--- src/design/apb3_mon_cfg.svh ---
`ifndef APB3_MON_CFG_SVH
`define APB3_MON_CFG_SVH

// Observed address and data bus widths
`define APB3_ADDR_W 16
`define APB3_DATA_W 32

// Number of slave select lines on the bus
`define APB3_PSEL_N 4

// Longest legal run of ACCESS cycles with PREADY low
`define APB3_MAX_WAIT 3

// Saturating violation counter width
`define APB3_VIOL_CNT_W 8

// Wait counter must reach APB3_MAX_WAIT + 1 so the timeout fires only once
`define APB3_WAIT_CNT_W $clog2(`APB3_MAX_WAIT + 2)

`endif

--- src/design/apb3_mon_pkg.sv ---
`default_nettype none

`include "apb3_mon_cfg.svh"

package apb3_mon_pkg;

    // One full sample of the observed APB bus
    typedef struct packed {
        logic [`APB3_PSEL_N-1:0] psel;
        logic                    penable;
        logic [`APB3_ADDR_W-1:0] paddr;
        logic                    pwrite;
        logic [`APB3_DATA_W-1:0] pwdata;
        logic                    pready;
        logic [`APB3_DATA_W-1:0] prdata;
        logic                    pslverr;
    } apb_bus_t;

    // Bus phase decoded from any-PSEL and PENABLE
    // ERROR is PENABLE without any PSEL
    typedef enum logic [1:0] {IDLE, SETUP, ACCESS, ERROR} apb_phase_e;

    // Bit positions inside rule_mask_t
    typedef enum logic [2:0] {
        RULE_PENABLE_NO_PSEL,
        RULE_IDLE_TO_ACCESS,
        RULE_SETUP_NOT_ACCESS,
        RULE_SETUP_UNSTABLE,
        RULE_WAIT_UNSTABLE,
        RULE_WAIT_TIMEOUT,
        RULE_SLVERR_UNSAMPLED,
        RULE_MULTI_SEL
    } apb_rule_e;

    // One bit per apb_rule_e entry
    typedef logic [7:0] rule_mask_t;

    // Encoded slave select
    typedef logic [$clog2(`APB3_PSEL_N)-1:0] slave_idx_t;

    // Completed transfer, data is pwdata on writes and prdata on reads
    typedef struct packed {
        slave_idx_t              slave;
        logic [`APB3_ADDR_W-1:0] addr;
        logic                    write;
        logic [`APB3_DATA_W-1:0] data;
        logic                    slverr;
    } apb_xfer_t;

    typedef logic [`APB3_VIOL_CNT_W-1:0] viol_cnt_t;

endpackage

`default_nettype wire

--- src/design/apb_phase_tracker.sv ---
`timescale 1ns/1ps
`default_nettype none

`include "apb3_mon_cfg.svh"

module apb_phase_tracker (
    input  wire                             pclk,
    input  wire                             presetn,
    input  wire apb3_mon_pkg::apb_bus_t     bus,
    output apb3_mon_pkg::apb_bus_t          cur,
    output apb3_mon_pkg::apb_bus_t          prev,
    output apb3_mon_pkg::apb_phase_e        cur_phase,
    output apb3_mon_pkg::apb_phase_e        prev_phase,
    output logic [`APB3_WAIT_CNT_W-1:0]     wait_cnt
);

    import apb3_mon_pkg::*;

    // Counter stops one past the limit so the checker sees the limit once
    localparam int WAIT_SAT = `APB3_MAX_WAIT + 1;

    // Phase decode of one sample
    function automatic apb_phase_e classify(input apb_bus_t s);
        apb_phase_e ph;
        case ({|s.psel, s.penable})
            2'b00:   ph = IDLE;
            2'b10:   ph = SETUP;
            2'b11:   ph = ACCESS;
            default: ph = ERROR;
        endcase
        return ph;
    endfunction

    // Bus sampled at edge k, previous sample from edge k-1
    // All zeros after reset reads as IDLE
    always_ff @(posedge pclk or negedge presetn) begin
        if (!presetn) begin
            cur  <= '0;
            prev <= '0;
        end else begin
            cur  <= bus;
            prev <= cur;
        end
    end

    // Consecutive ACCESS cycles with PREADY low up to but not including cur
    // Cleared on completion or when the bus leaves ACCESS
    always_ff @(posedge pclk or negedge presetn) begin
        if (!presetn) begin
            wait_cnt <= '0;
        end else if (cur_phase == ACCESS && !cur.pready) begin
            if (wait_cnt != WAIT_SAT) begin
                wait_cnt <= wait_cnt + 1'b1;
            end
        end else begin
            wait_cnt <= '0;
        end
    end

    assign cur_phase  = classify(cur);
    assign prev_phase = classify(prev);

endmodule

`default_nettype wire

--- src/design/apb_rule_checker.sv ---
`timescale 1ns/1ps
`default_nettype none

`include "apb3_mon_cfg.svh"

module apb_rule_checker (
    input  wire                             pclk,
    input  wire                             presetn,
    input  wire apb3_mon_pkg::apb_bus_t     cur,
    input  wire apb3_mon_pkg::apb_bus_t     prev,
    input  wire apb3_mon_pkg::apb_phase_e   cur_phase,
    input  wire apb3_mon_pkg::apb_phase_e   prev_phase,
    input  wire [`APB3_WAIT_CNT_W-1:0]      wait_cnt,
    output apb3_mon_pkg::rule_mask_t        rule_hit,
    output logic                            done_valid,
    output apb3_mon_pkg::apb_xfer_t         done_xfer
);

    import apb3_mon_pkg::*;

    rule_mask_t hit;
    logic       ctrl_moved;
    logic       prev_waiting;
    logic       done;
    slave_idx_t slave_idx;
    apb_xfer_t  xfer_d;

    // Select, address and direction moved since the last sample
    // Write data only matters when the held transfer is a write
    assign ctrl_moved = (cur.psel != prev.psel) ||
                        (cur.paddr != prev.paddr) ||
                        (cur.pwrite != prev.pwrite) ||
                        (prev.pwrite && (cur.pwdata != prev.pwdata));

    // Previous cycle was a wait state
    assign prev_waiting = (prev_phase == ACCESS) && !prev.pready;

    // Transfer ends on ACCESS with PREADY high
    assign done = (cur_phase == ACCESS) && cur.pready;

    always_comb begin
        hit = '0;
        // PENABLE without any select
        hit[RULE_PENABLE_NO_PSEL]  = (cur_phase == ERROR);
        // Skipped SETUP
        hit[RULE_IDLE_TO_ACCESS]   = (prev_phase == IDLE) && (cur_phase == ACCESS);
        // SETUP lasts exactly one cycle
        hit[RULE_SETUP_NOT_ACCESS] = (prev_phase == SETUP) && (cur_phase != ACCESS);
        // Only judged when ACCESS did follow, else the rule above covers it
        hit[RULE_SETUP_UNSTABLE]   = (prev_phase == SETUP) && (cur_phase == ACCESS) &&
                                     ctrl_moved;
        // Wait state must hold everything, PENABLE included
        hit[RULE_WAIT_UNSTABLE]    = prev_waiting && (ctrl_moved || !cur.penable);
        // Still low after APB3_MAX_WAIT earlier wait cycles
        hit[RULE_WAIT_TIMEOUT]     = (cur_phase == ACCESS) && !cur.pready &&
                                     (wait_cnt == `APB3_MAX_WAIT);
        // PSLVERR only sampled on the completing ACCESS cycle
        hit[RULE_SLVERR_UNSAMPLED] = cur.pslverr && !done;
        // Clearing the lowest set bit leaves something when two are set
        hit[RULE_MULTI_SEL]        = (cur.psel & (cur.psel - 1'b1)) != '0;
    end

    // One-hot PSEL to index, highest set bit wins if the rule above fired
    always_comb begin
        slave_idx = '0;
        for (int i = 0; i < `APB3_PSEL_N; i++) begin
            if (cur.psel[i]) begin
                slave_idx = slave_idx_t'(i);
            end
        end
    end

    always_comb begin
        xfer_d.slave  = slave_idx;
        xfer_d.addr   = cur.paddr;
        xfer_d.write  = cur.pwrite;
        xfer_d.data   = cur.pwrite ? cur.pwdata : cur.prdata;
        xfer_d.slverr = cur.pslverr;
    end

    always_ff @(posedge pclk or negedge presetn) begin
        if (!presetn) begin
            rule_hit   <= '0;
            done_valid <= 1'b0;
        end else begin
            rule_hit   <= hit;
            done_valid <= done;
        end
    end

    // Record only loads on completion
    always_ff @(posedge pclk) begin
        if (done) begin
            done_xfer <= xfer_d;
        end
    end

endmodule

`default_nettype wire

--- src/design/apb_xfer_reporter.sv ---
`timescale 1ns/1ps
`default_nettype none

`include "apb3_mon_cfg.svh"

module apb_xfer_reporter (
    input  wire                             pclk,
    input  wire                             presetn,
    input  wire apb3_mon_pkg::rule_mask_t   rule_hit,
    input  wire                             done_valid,
    input  wire apb3_mon_pkg::apb_xfer_t    done_xfer,
    output logic                            xfer_valid,
    output apb3_mon_pkg::apb_xfer_t         xfer,
    output logic                            viol_valid,
    output apb3_mon_pkg::rule_mask_t        viol_mask,
    output apb3_mon_pkg::rule_mask_t        sticky_mask,
    output apb3_mon_pkg::viol_cnt_t         viol_count
);

    import apb3_mon_pkg::*;

    logic any_hit;

    assign any_hit = |rule_hit;

    // Strobes and status
    always_ff @(posedge pclk or negedge presetn) begin
        if (!presetn) begin
            xfer_valid  <= 1'b0;
            viol_valid  <= 1'b0;
            viol_mask   <= '0;
            sticky_mask <= '0;
            viol_count  <= '0;
        end else begin
            xfer_valid  <= done_valid;
            viol_valid  <= any_hit;
            viol_mask   <= rule_hit;
            // Bits stay set until reset
            sticky_mask <= sticky_mask | rule_hit;
            // One count per cycle with any violation, held at all ones
            if (any_hit && (viol_count != '1)) begin
                viol_count <= viol_count + 1'b1;
            end
        end
    end

    // Transfer record, valid with xfer_valid
    always_ff @(posedge pclk) begin
        if (done_valid) begin
            xfer <= done_xfer;
        end
    end

endmodule

`default_nettype wire

--- src/design/apb3_protocol_monitor.sv ---
`timescale 1ns/1ps
`default_nettype none

`include "apb3_mon_cfg.svh"

module apb3_protocol_monitor (
    input  wire                             pclk,
    input  wire                             presetn,
    input  wire apb3_mon_pkg::apb_bus_t     bus,
    output logic                            xfer_valid,
    output apb3_mon_pkg::apb_xfer_t         xfer,
    output logic                            viol_valid,
    output apb3_mon_pkg::rule_mask_t        viol_mask,
    output apb3_mon_pkg::rule_mask_t        sticky_mask,
    output apb3_mon_pkg::viol_cnt_t         viol_count
);

    import apb3_mon_pkg::*;

    // Tracker to checker
    apb_bus_t                    cur;
    apb_bus_t                    prev;
    apb_phase_e                  cur_phase;
    apb_phase_e                  prev_phase;
    logic [`APB3_WAIT_CNT_W-1:0] wait_cnt;

    // Checker to reporter
    rule_mask_t                  rule_hit;
    logic                        done_valid;
    apb_xfer_t                   done_xfer;

    // Sample and classify
    apb_phase_tracker u_apb_phase_tracker (
        .pclk       (pclk),
        .presetn    (presetn),
        .bus        (bus),
        .cur        (cur),
        .prev       (prev),
        .cur_phase  (cur_phase),
        .prev_phase (prev_phase),
        .wait_cnt   (wait_cnt)
    );

    // Rules and transfer completion
    apb_rule_checker u_apb_rule_checker (
        .pclk       (pclk),
        .presetn    (presetn),
        .cur        (cur),
        .prev       (prev),
        .cur_phase  (cur_phase),
        .prev_phase (prev_phase),
        .wait_cnt   (wait_cnt),
        .rule_hit   (rule_hit),
        .done_valid (done_valid),
        .done_xfer  (done_xfer)
    );

    // Records, strobes and sticky status
    apb_xfer_reporter u_apb_xfer_reporter (
        .pclk        (pclk),
        .presetn     (presetn),
        .rule_hit    (rule_hit),
        .done_valid  (done_valid),
        .done_xfer   (done_xfer),
        .xfer_valid  (xfer_valid),
        .xfer        (xfer),
        .viol_valid  (viol_valid),
        .viol_mask   (viol_mask),
        .sticky_mask (sticky_mask),
        .viol_count  (viol_count)
    );

endmodule

`default_nettype wire

--- config.mk ---
export PLATFORM = sky130hd
export DESIGN_NAME = apb3_protocol_monitor
export DESIGN_NICKNAME = d
export VERILOG_FILES = /design/src/design/apb3_mon_pkg.sv /design/src/design/apb_phase_tracker.sv /design/src/design/apb_rule_checker.sv /design/src/design/apb_xfer_reporter.sv /design/src/design/apb3_protocol_monitor.sv
export VERILOG_INCLUDE_DIRS = /design/src /design/src/design
export SDC_FILE = /design/constraint.sdc
export NUM_CORES = 1
export LEC_CHECK = 0
export CORE_MARGIN = 5
export CORE_UTILIZATION = 40
export DETAILED_ROUTE_END_ITERATION = 6
export DONT_BUFFER_PORTS = 1
export PLACE_DENSITY = 0.53
export SLEW_MARGIN = 0
export SYNTH_ARGS = -nofsm -noshare
export SYNTH_HDL_FRONTEND = slang
export SYNTH_SLANG_ARGS = --single-unit
--- constraint.sdc ---
create_clock -name pclk -period 4.3 [get_ports pclk]
set_input_delay 0.43 -clock pclk [delete_from_list [all_inputs] [get_ports pclk]]
set_output_delay 0.43 -clock pclk [all_outputs]
set_load 0.005 [all_outputs]
Word level (Yosys, flattened, before mapping). Index checks and enable logic that the tools add are counted.

Word-level logic and storage cells: 90. Output and inout port bits: 78. Bits in registers: 285.

Bitwise operators: 2. Equal/unequal tests: 17. Multiplexer cells: 7. $add $sub $neg: 3. Reduce and logical (&&, ||, !) cells: 28.

Operators by type and width (number): 32-bit 2-to-1 mux (1); 32-bit != test (1); 16-bit != test (1); 2-bit equality test, second input constant (7); 1-bit logical AND (12); 2-bit one-hot mux with 3 select lines (2); 8-bit by 1-bit adder with 8-bit output, second input constant (1); 8-bit != test, second input constant (1); 8-bit OR (1); 4-bit OR reduction (2); 8-bit OR reduction (1); 2-bit zero test (3); 3-bit 2-to-1 mux (2); 4-bit bitwise AND (1); 1-bit zero test (4); 1-bit logical OR (4); 2-bit != test, second input constant (2); 4-bit != test (1); 4-bit nonzero test (1); 4-bit by 1-bit subtractor with 4-bit output, second input constant (1); 3-bit by 1-bit adder with 3-bit output, second input constant (1); 3-bit by 2-bit equality test with 1-bit output, second input constant (1); 3-bit != test, second input constant (1); 2-bit by 1-bit equality test with 1-bit output, second input constant (1); other kinds (3) (4).

Longest topological paths before layout.
Word-level depth: 7. Gate-level depth with buffers: 7.

Cells and area by module. A second synthesis with hierarchy kept.

Cells, all modules: 504. Area total of the unflattened synthesis: 10048.4 um2.

Modules (own cells, without submodules): apb_phase_tracker (area each 4678.2 um2, times used 1, cells each 204); apb_rule_checker (area each 2865.2 um2, times used 1, cells each 187); apb_xfer_reporter (area each 2504.9 um2, times used 1, cells each 113).

Worst setup path before layout. No wires, ideal clock.

Path kind: reg-to-reg. Start point: reg, netlist name u_apb_phase_tracker.cur[85]. End point: reg, netlist name u_apb_rule_checker.done_xfer[0]. Arrival: 1989 ps. Library setup time: 417 ps. Slack: 1894 ps. Stages on the path, launching flop included: 4. Clock period less this slack: 2406 ps. Required time: 3883 ps. Cells stage by stage: dfrtp_1 -> nor2_1 -> a21boi_1 -> and2_1.

Cells in the longest elaborated chain, start to end: 5. Elaborated cells on any way between the ends: 7. Classes of those cells: eq/ne (3); mux (1); reduce/logical (3).

Ends and longest elaborated chain: 4-bit OR reduction (*) (RTL line apb_phase_tracker.sv:25) `case ({|s.psel, s.penable})`; 2-bit equality test / 2-bit zero test (equally long branches) (RTL line apb_phase_tracker.sv:25); 2-bit one-hot mux with 3 select lines (*) (RTL line apb_phase_tracker.sv:25); 2-bit equality test (*) (RTL line apb_rule_checker.sv:39) `assign done = (cur_phase == ACCESS) && cur.pready;`; 1-bit logical AND (*) (RTL line apb_rule_checker.sv:39); named net u_apb_rule_checker.done (RTL line apb_rule_checker.sv:24) `logic done;`.

Mark *: on every way through the listed nets, which the timed path passes. The rest lies on a longest branch. A chain may end at the register's enable or synchronous reset.

Worst setup path in the final report.
Start point: reg, netlist name u_apb_phase_tracker.cur[66]. End point: reg u_apb_rule_checker.rule_hit[4].

Cells in the longest elaborated chain, start to end: 5.

Ends and longest elaborated chain: 1-bit != test (RTL line apb_rule_checker.sv:32) `(cur.pwrite != prev.pwrite) ||`; 1-bit logical OR (RTL line apb_rule_checker.sv:31) `(cur.paddr != prev.paddr) ||`; 1-bit logical OR (RTL line apb_rule_checker.sv:32); 1-bit logical OR (RTL line apb_rule_checker.sv:53) `hit[RULE_WAIT_UNSTABLE] = prev_waiting && (ctrl_moved || !cur.penable);`; 1-bit logical AND (RTL line apb_rule_checker.sv:53); named net u_apb_rule_checker.hit[4] (RTL line apb_rule_checker.sv:21) `rule_mask_t hit;`; to (signal assigned) (RTL line apb_rule_checker.sv:86) `rule_hit <= hit;`; to (decl) (RTL line apb_rule_checker.sv:14) `output apb3_mon_pkg::rule_mask_t rule_hit,`.

The timed path passes the listed nets, and every way through them passes these cells.

==> qor.yml <==
io_buffers: 0
synth_fa_ha_area_share_pct: 0.550
grt.total_usage_pct: 13.0
powerDensity_mw_per_mm2: 517
fin_hold_ws_ns: -0.418
cts_resized: 0
synth-simple-area-share_pct: 3.91
cts_hold_buf: 88
viasPerCell: 4.65
wl_met1_um: 6760
post_cts_buffers: 0
ys_seq_elements: 285
setup_ws_ns: 2.21
row_count: 55
violations: "hold timing"
htreeDepth: 1
drt_pass1_iterations: 4
ir_worst_vdd_mv: 0.305
synth.avg_cell_area_um2: 19.7
synth_top_family_by_area: "XOR/XNOR gates"
hold_violations: 181
place_area_mm2: 0.00944
rsz0062_at_grt: "no"
drc: 0
yosysWarningCount: 0
io_pins: 168
synthArstFlopShare_pct: 63.5
min_period_over_period_pct: 48.5
synth_area_mm2: 0.00910
met2_length_um: 8440
final_common_cell: "dfrtp_1"
outcome: "finished with violations"
syn-num-nets: 556
synth_mux_area_share_pct: 4.13
hold_class: "in2async"
core-area_mm2: 0.0225
seq_area_mm2: 0.00765
cts_buffers: 29
postSynthCellCount: 462
initial_core_util_pct: 40.4
cp-end-kind: "flop"
antenna_found_initial: 1
synth-compound-area-share_pct: 0.839
crit_arrival_ns: 2.49
cts_root_buffer: "clkbuf_16"
fmax_mhz: 479
dp_hpwl_um: 9980
critPathLaunchType: "flop"
cts_tree: "done"
layout-area-overhead-vs-synth_pct: 23.6
fin_tns_setup_ns: 0
antenna_left: 0
p_total_w: 0.00582
die_h_um: 161
critPathMaxFanout: 35
grt_overflow: 0
avgRoutedWirePerCell_um: 18.8
synth_edf_count: 104
grt_max_degree: 182
path_class: "reg2reg"
route.met3.wl_um: 939
grt_pass1_wl_um: 26500
fin_skew_ns: 0.0111
synth.distinct_cells: 32
cellLeakagePower_nw: 4.46
ys.flop_type: "dfrtp_1"
routed_wl_um: 16600
fp.dieArea_mm2: 0.0259
gp_congestion: 0.731
drt_iter0_drc: 191
grt_pass1_vias: 4590
fin_nets: 671
design_area_mm2: 0.0112
drv_cap: 0
vias: 4119
worst_slew_pin_slew_ns: 0.912
final_util_pct: 50.0
synthXorXnorAreaFrac_pct: 5.87
die_w_um: 161
maxSlewViolCount: 0
post-route-min-period_ns: 2.09
drive_gt1_share_pct: 15.4
pre_cts_ws_ns: 2.13
multi_input_area_mm2: 0.00139
finalSetupViolations: 0
cts_sinks: 285
max_slew_margin_pct: 39.2
clock_latency_ns: 0.54
cts.clk_slew.worst_paths_ns: 0.06
final_cell_mix: "dfrtp_1 (179), edfxtp_1 (104), dlygate4sd3_1 (88)"
fillCellCount: 1836
dr.max_layer_used: "met4"
yosysSeqAreaShare_pct: 84.1
required_ns: 4.70
clockBufferDepth: 3
-- cells in the mapped netlist, types with 2 or more instances --
cell / number / area (µm²)
dfrtp_1: 181 / 4530
and3_1: 2 / 12.5
nand4_1: 7 / 43.8
a21oi_1: 4 / 20.0
inv_1: 6 / 22.5
nor4_1: 12 / 75.1
edfxtp_1: 104 / 3120
nor3_1: 3 / 15.0
mux2_2: 32 / 360
nand3_1: 2 / 10.0
nor2_1: 8 / 30.0
nor4_2: 3 / 37.5
xnor2_1: 9 / 78.8
or2_2: 8 / 50.1
xor2_1: 52 / 455
ha_1: 4 / 50.1
nand2_1: 7 / 26.3
buf_2: 4 / 20.0
-- power by group --
group | switching [W] | leakage [nW] | internal, W
Combinational | 0.000105 | 0.905 | 0.000160
Clock | 0.000993 | 0.451 | 0.00142
Sequential | 0.000142 | 3.10 | 0.00300
Total | 0.00124 | 4.46 | 0.00458
-- critical path, stage by stage, from the launching register on --
cell	delay [ns]
dfrtp_2	0.96
xor2_1	0.15
nor4_1	0.30
nand4_1	0.15
nor4_2	0.24
a31oi_1	0.15
-- flip-flops by register name, indices dropped and copies added, names as in the netlist, 8 cells and up --
register,flops
u_apb_xfer_reporter.xfer,52
u_apb_rule_checker.done_xfer,52
u_apb_xfer_reporter.sticky_mask,8
u_apb_xfer_reporter.viol_count,8
u_apb_xfer_reporter.viol_mask,8
u_apb_phase_tracker.prev,55
u_apb_rule_checker.rule_hit,8
u_apb_phase_tracker.cur,88
-- routing by layer --
layer  up-vias  GRT usage, %
li1       1867             -
met1      2107          16.4
met2       117          22.0
met3        28          3.41
met4         0          4.07
met5         -             0
-- area by class of cell --
class / instances / area share (%)
sequential: 285 / 68.1
multi-input combinational: 166 / 12.4
timing repair buffer: 89 / 7.90
clock buffer: 40 / 7.09
tap: 285 / 3.17
clock inverter: 13 / 1.17
inverter: 6 / 0.200
antenna: 1 / 0.0222
-- logic make-up after synthesis --
group,Yosys count
flip-flops,285
AO/OA/AOI/OAI,10
multiplexers,33
AND/OR/NAND/NOR,58
adder cells (fa/ha/maj),4
XOR/XNOR,61
buffers and inverters,11
-- through the flow --
step	cells	hold WS, ns
6_report	885	-0.418
5_1_grt	884	-0.457
4_1_cts	884	-0.454
3_5_place_dp	743	0.138
3_3_place_gp	743	0.139
2_1_floorplan	462	0.134
-- worst paths after layout --
| kind | from | endpoint | slack [ns] | cells past startpoint |
|---|---|---|---|---|
| setup reg to reg | u_apb_phase_tracker.cur[66]$_DFF_PN0_ | u_apb_rule_checker.rule_hit[4]$_DFF_PN0_ | 2.21 | 5 |
| max in group asynchronous | presetn | u_apb_xfer_reporter.viol_mask[0]$_DFF_PN0_ | 4.50 | 0 |
| setup / recovery | u_apb_phase_tracker.cur[66]$_DFF_PN0_ | u_apb_rule_checker.rule_hit[4]$_DFF_PN0_ | 2.21 | 5 |
| hold reg to reg | u_apb_phase_tracker.cur[57]$_DFF_PN0_ | u_apb_phase_tracker.prev[57]$_DFF_PN0_ | 0.41 | 0 |
| hold / removal | presetn | u_apb_phase_tracker.cur[29]$_DFF_PN0_ | -0.42 | 0 |
| min in group pclk | u_apb_phase_tracker.cur[57]$_DFF_PN0_ | u_apb_phase_tracker.prev[57]$_DFF_PN0_ | 0.41 | 0 |
Power figures use the tool's default switching activity.
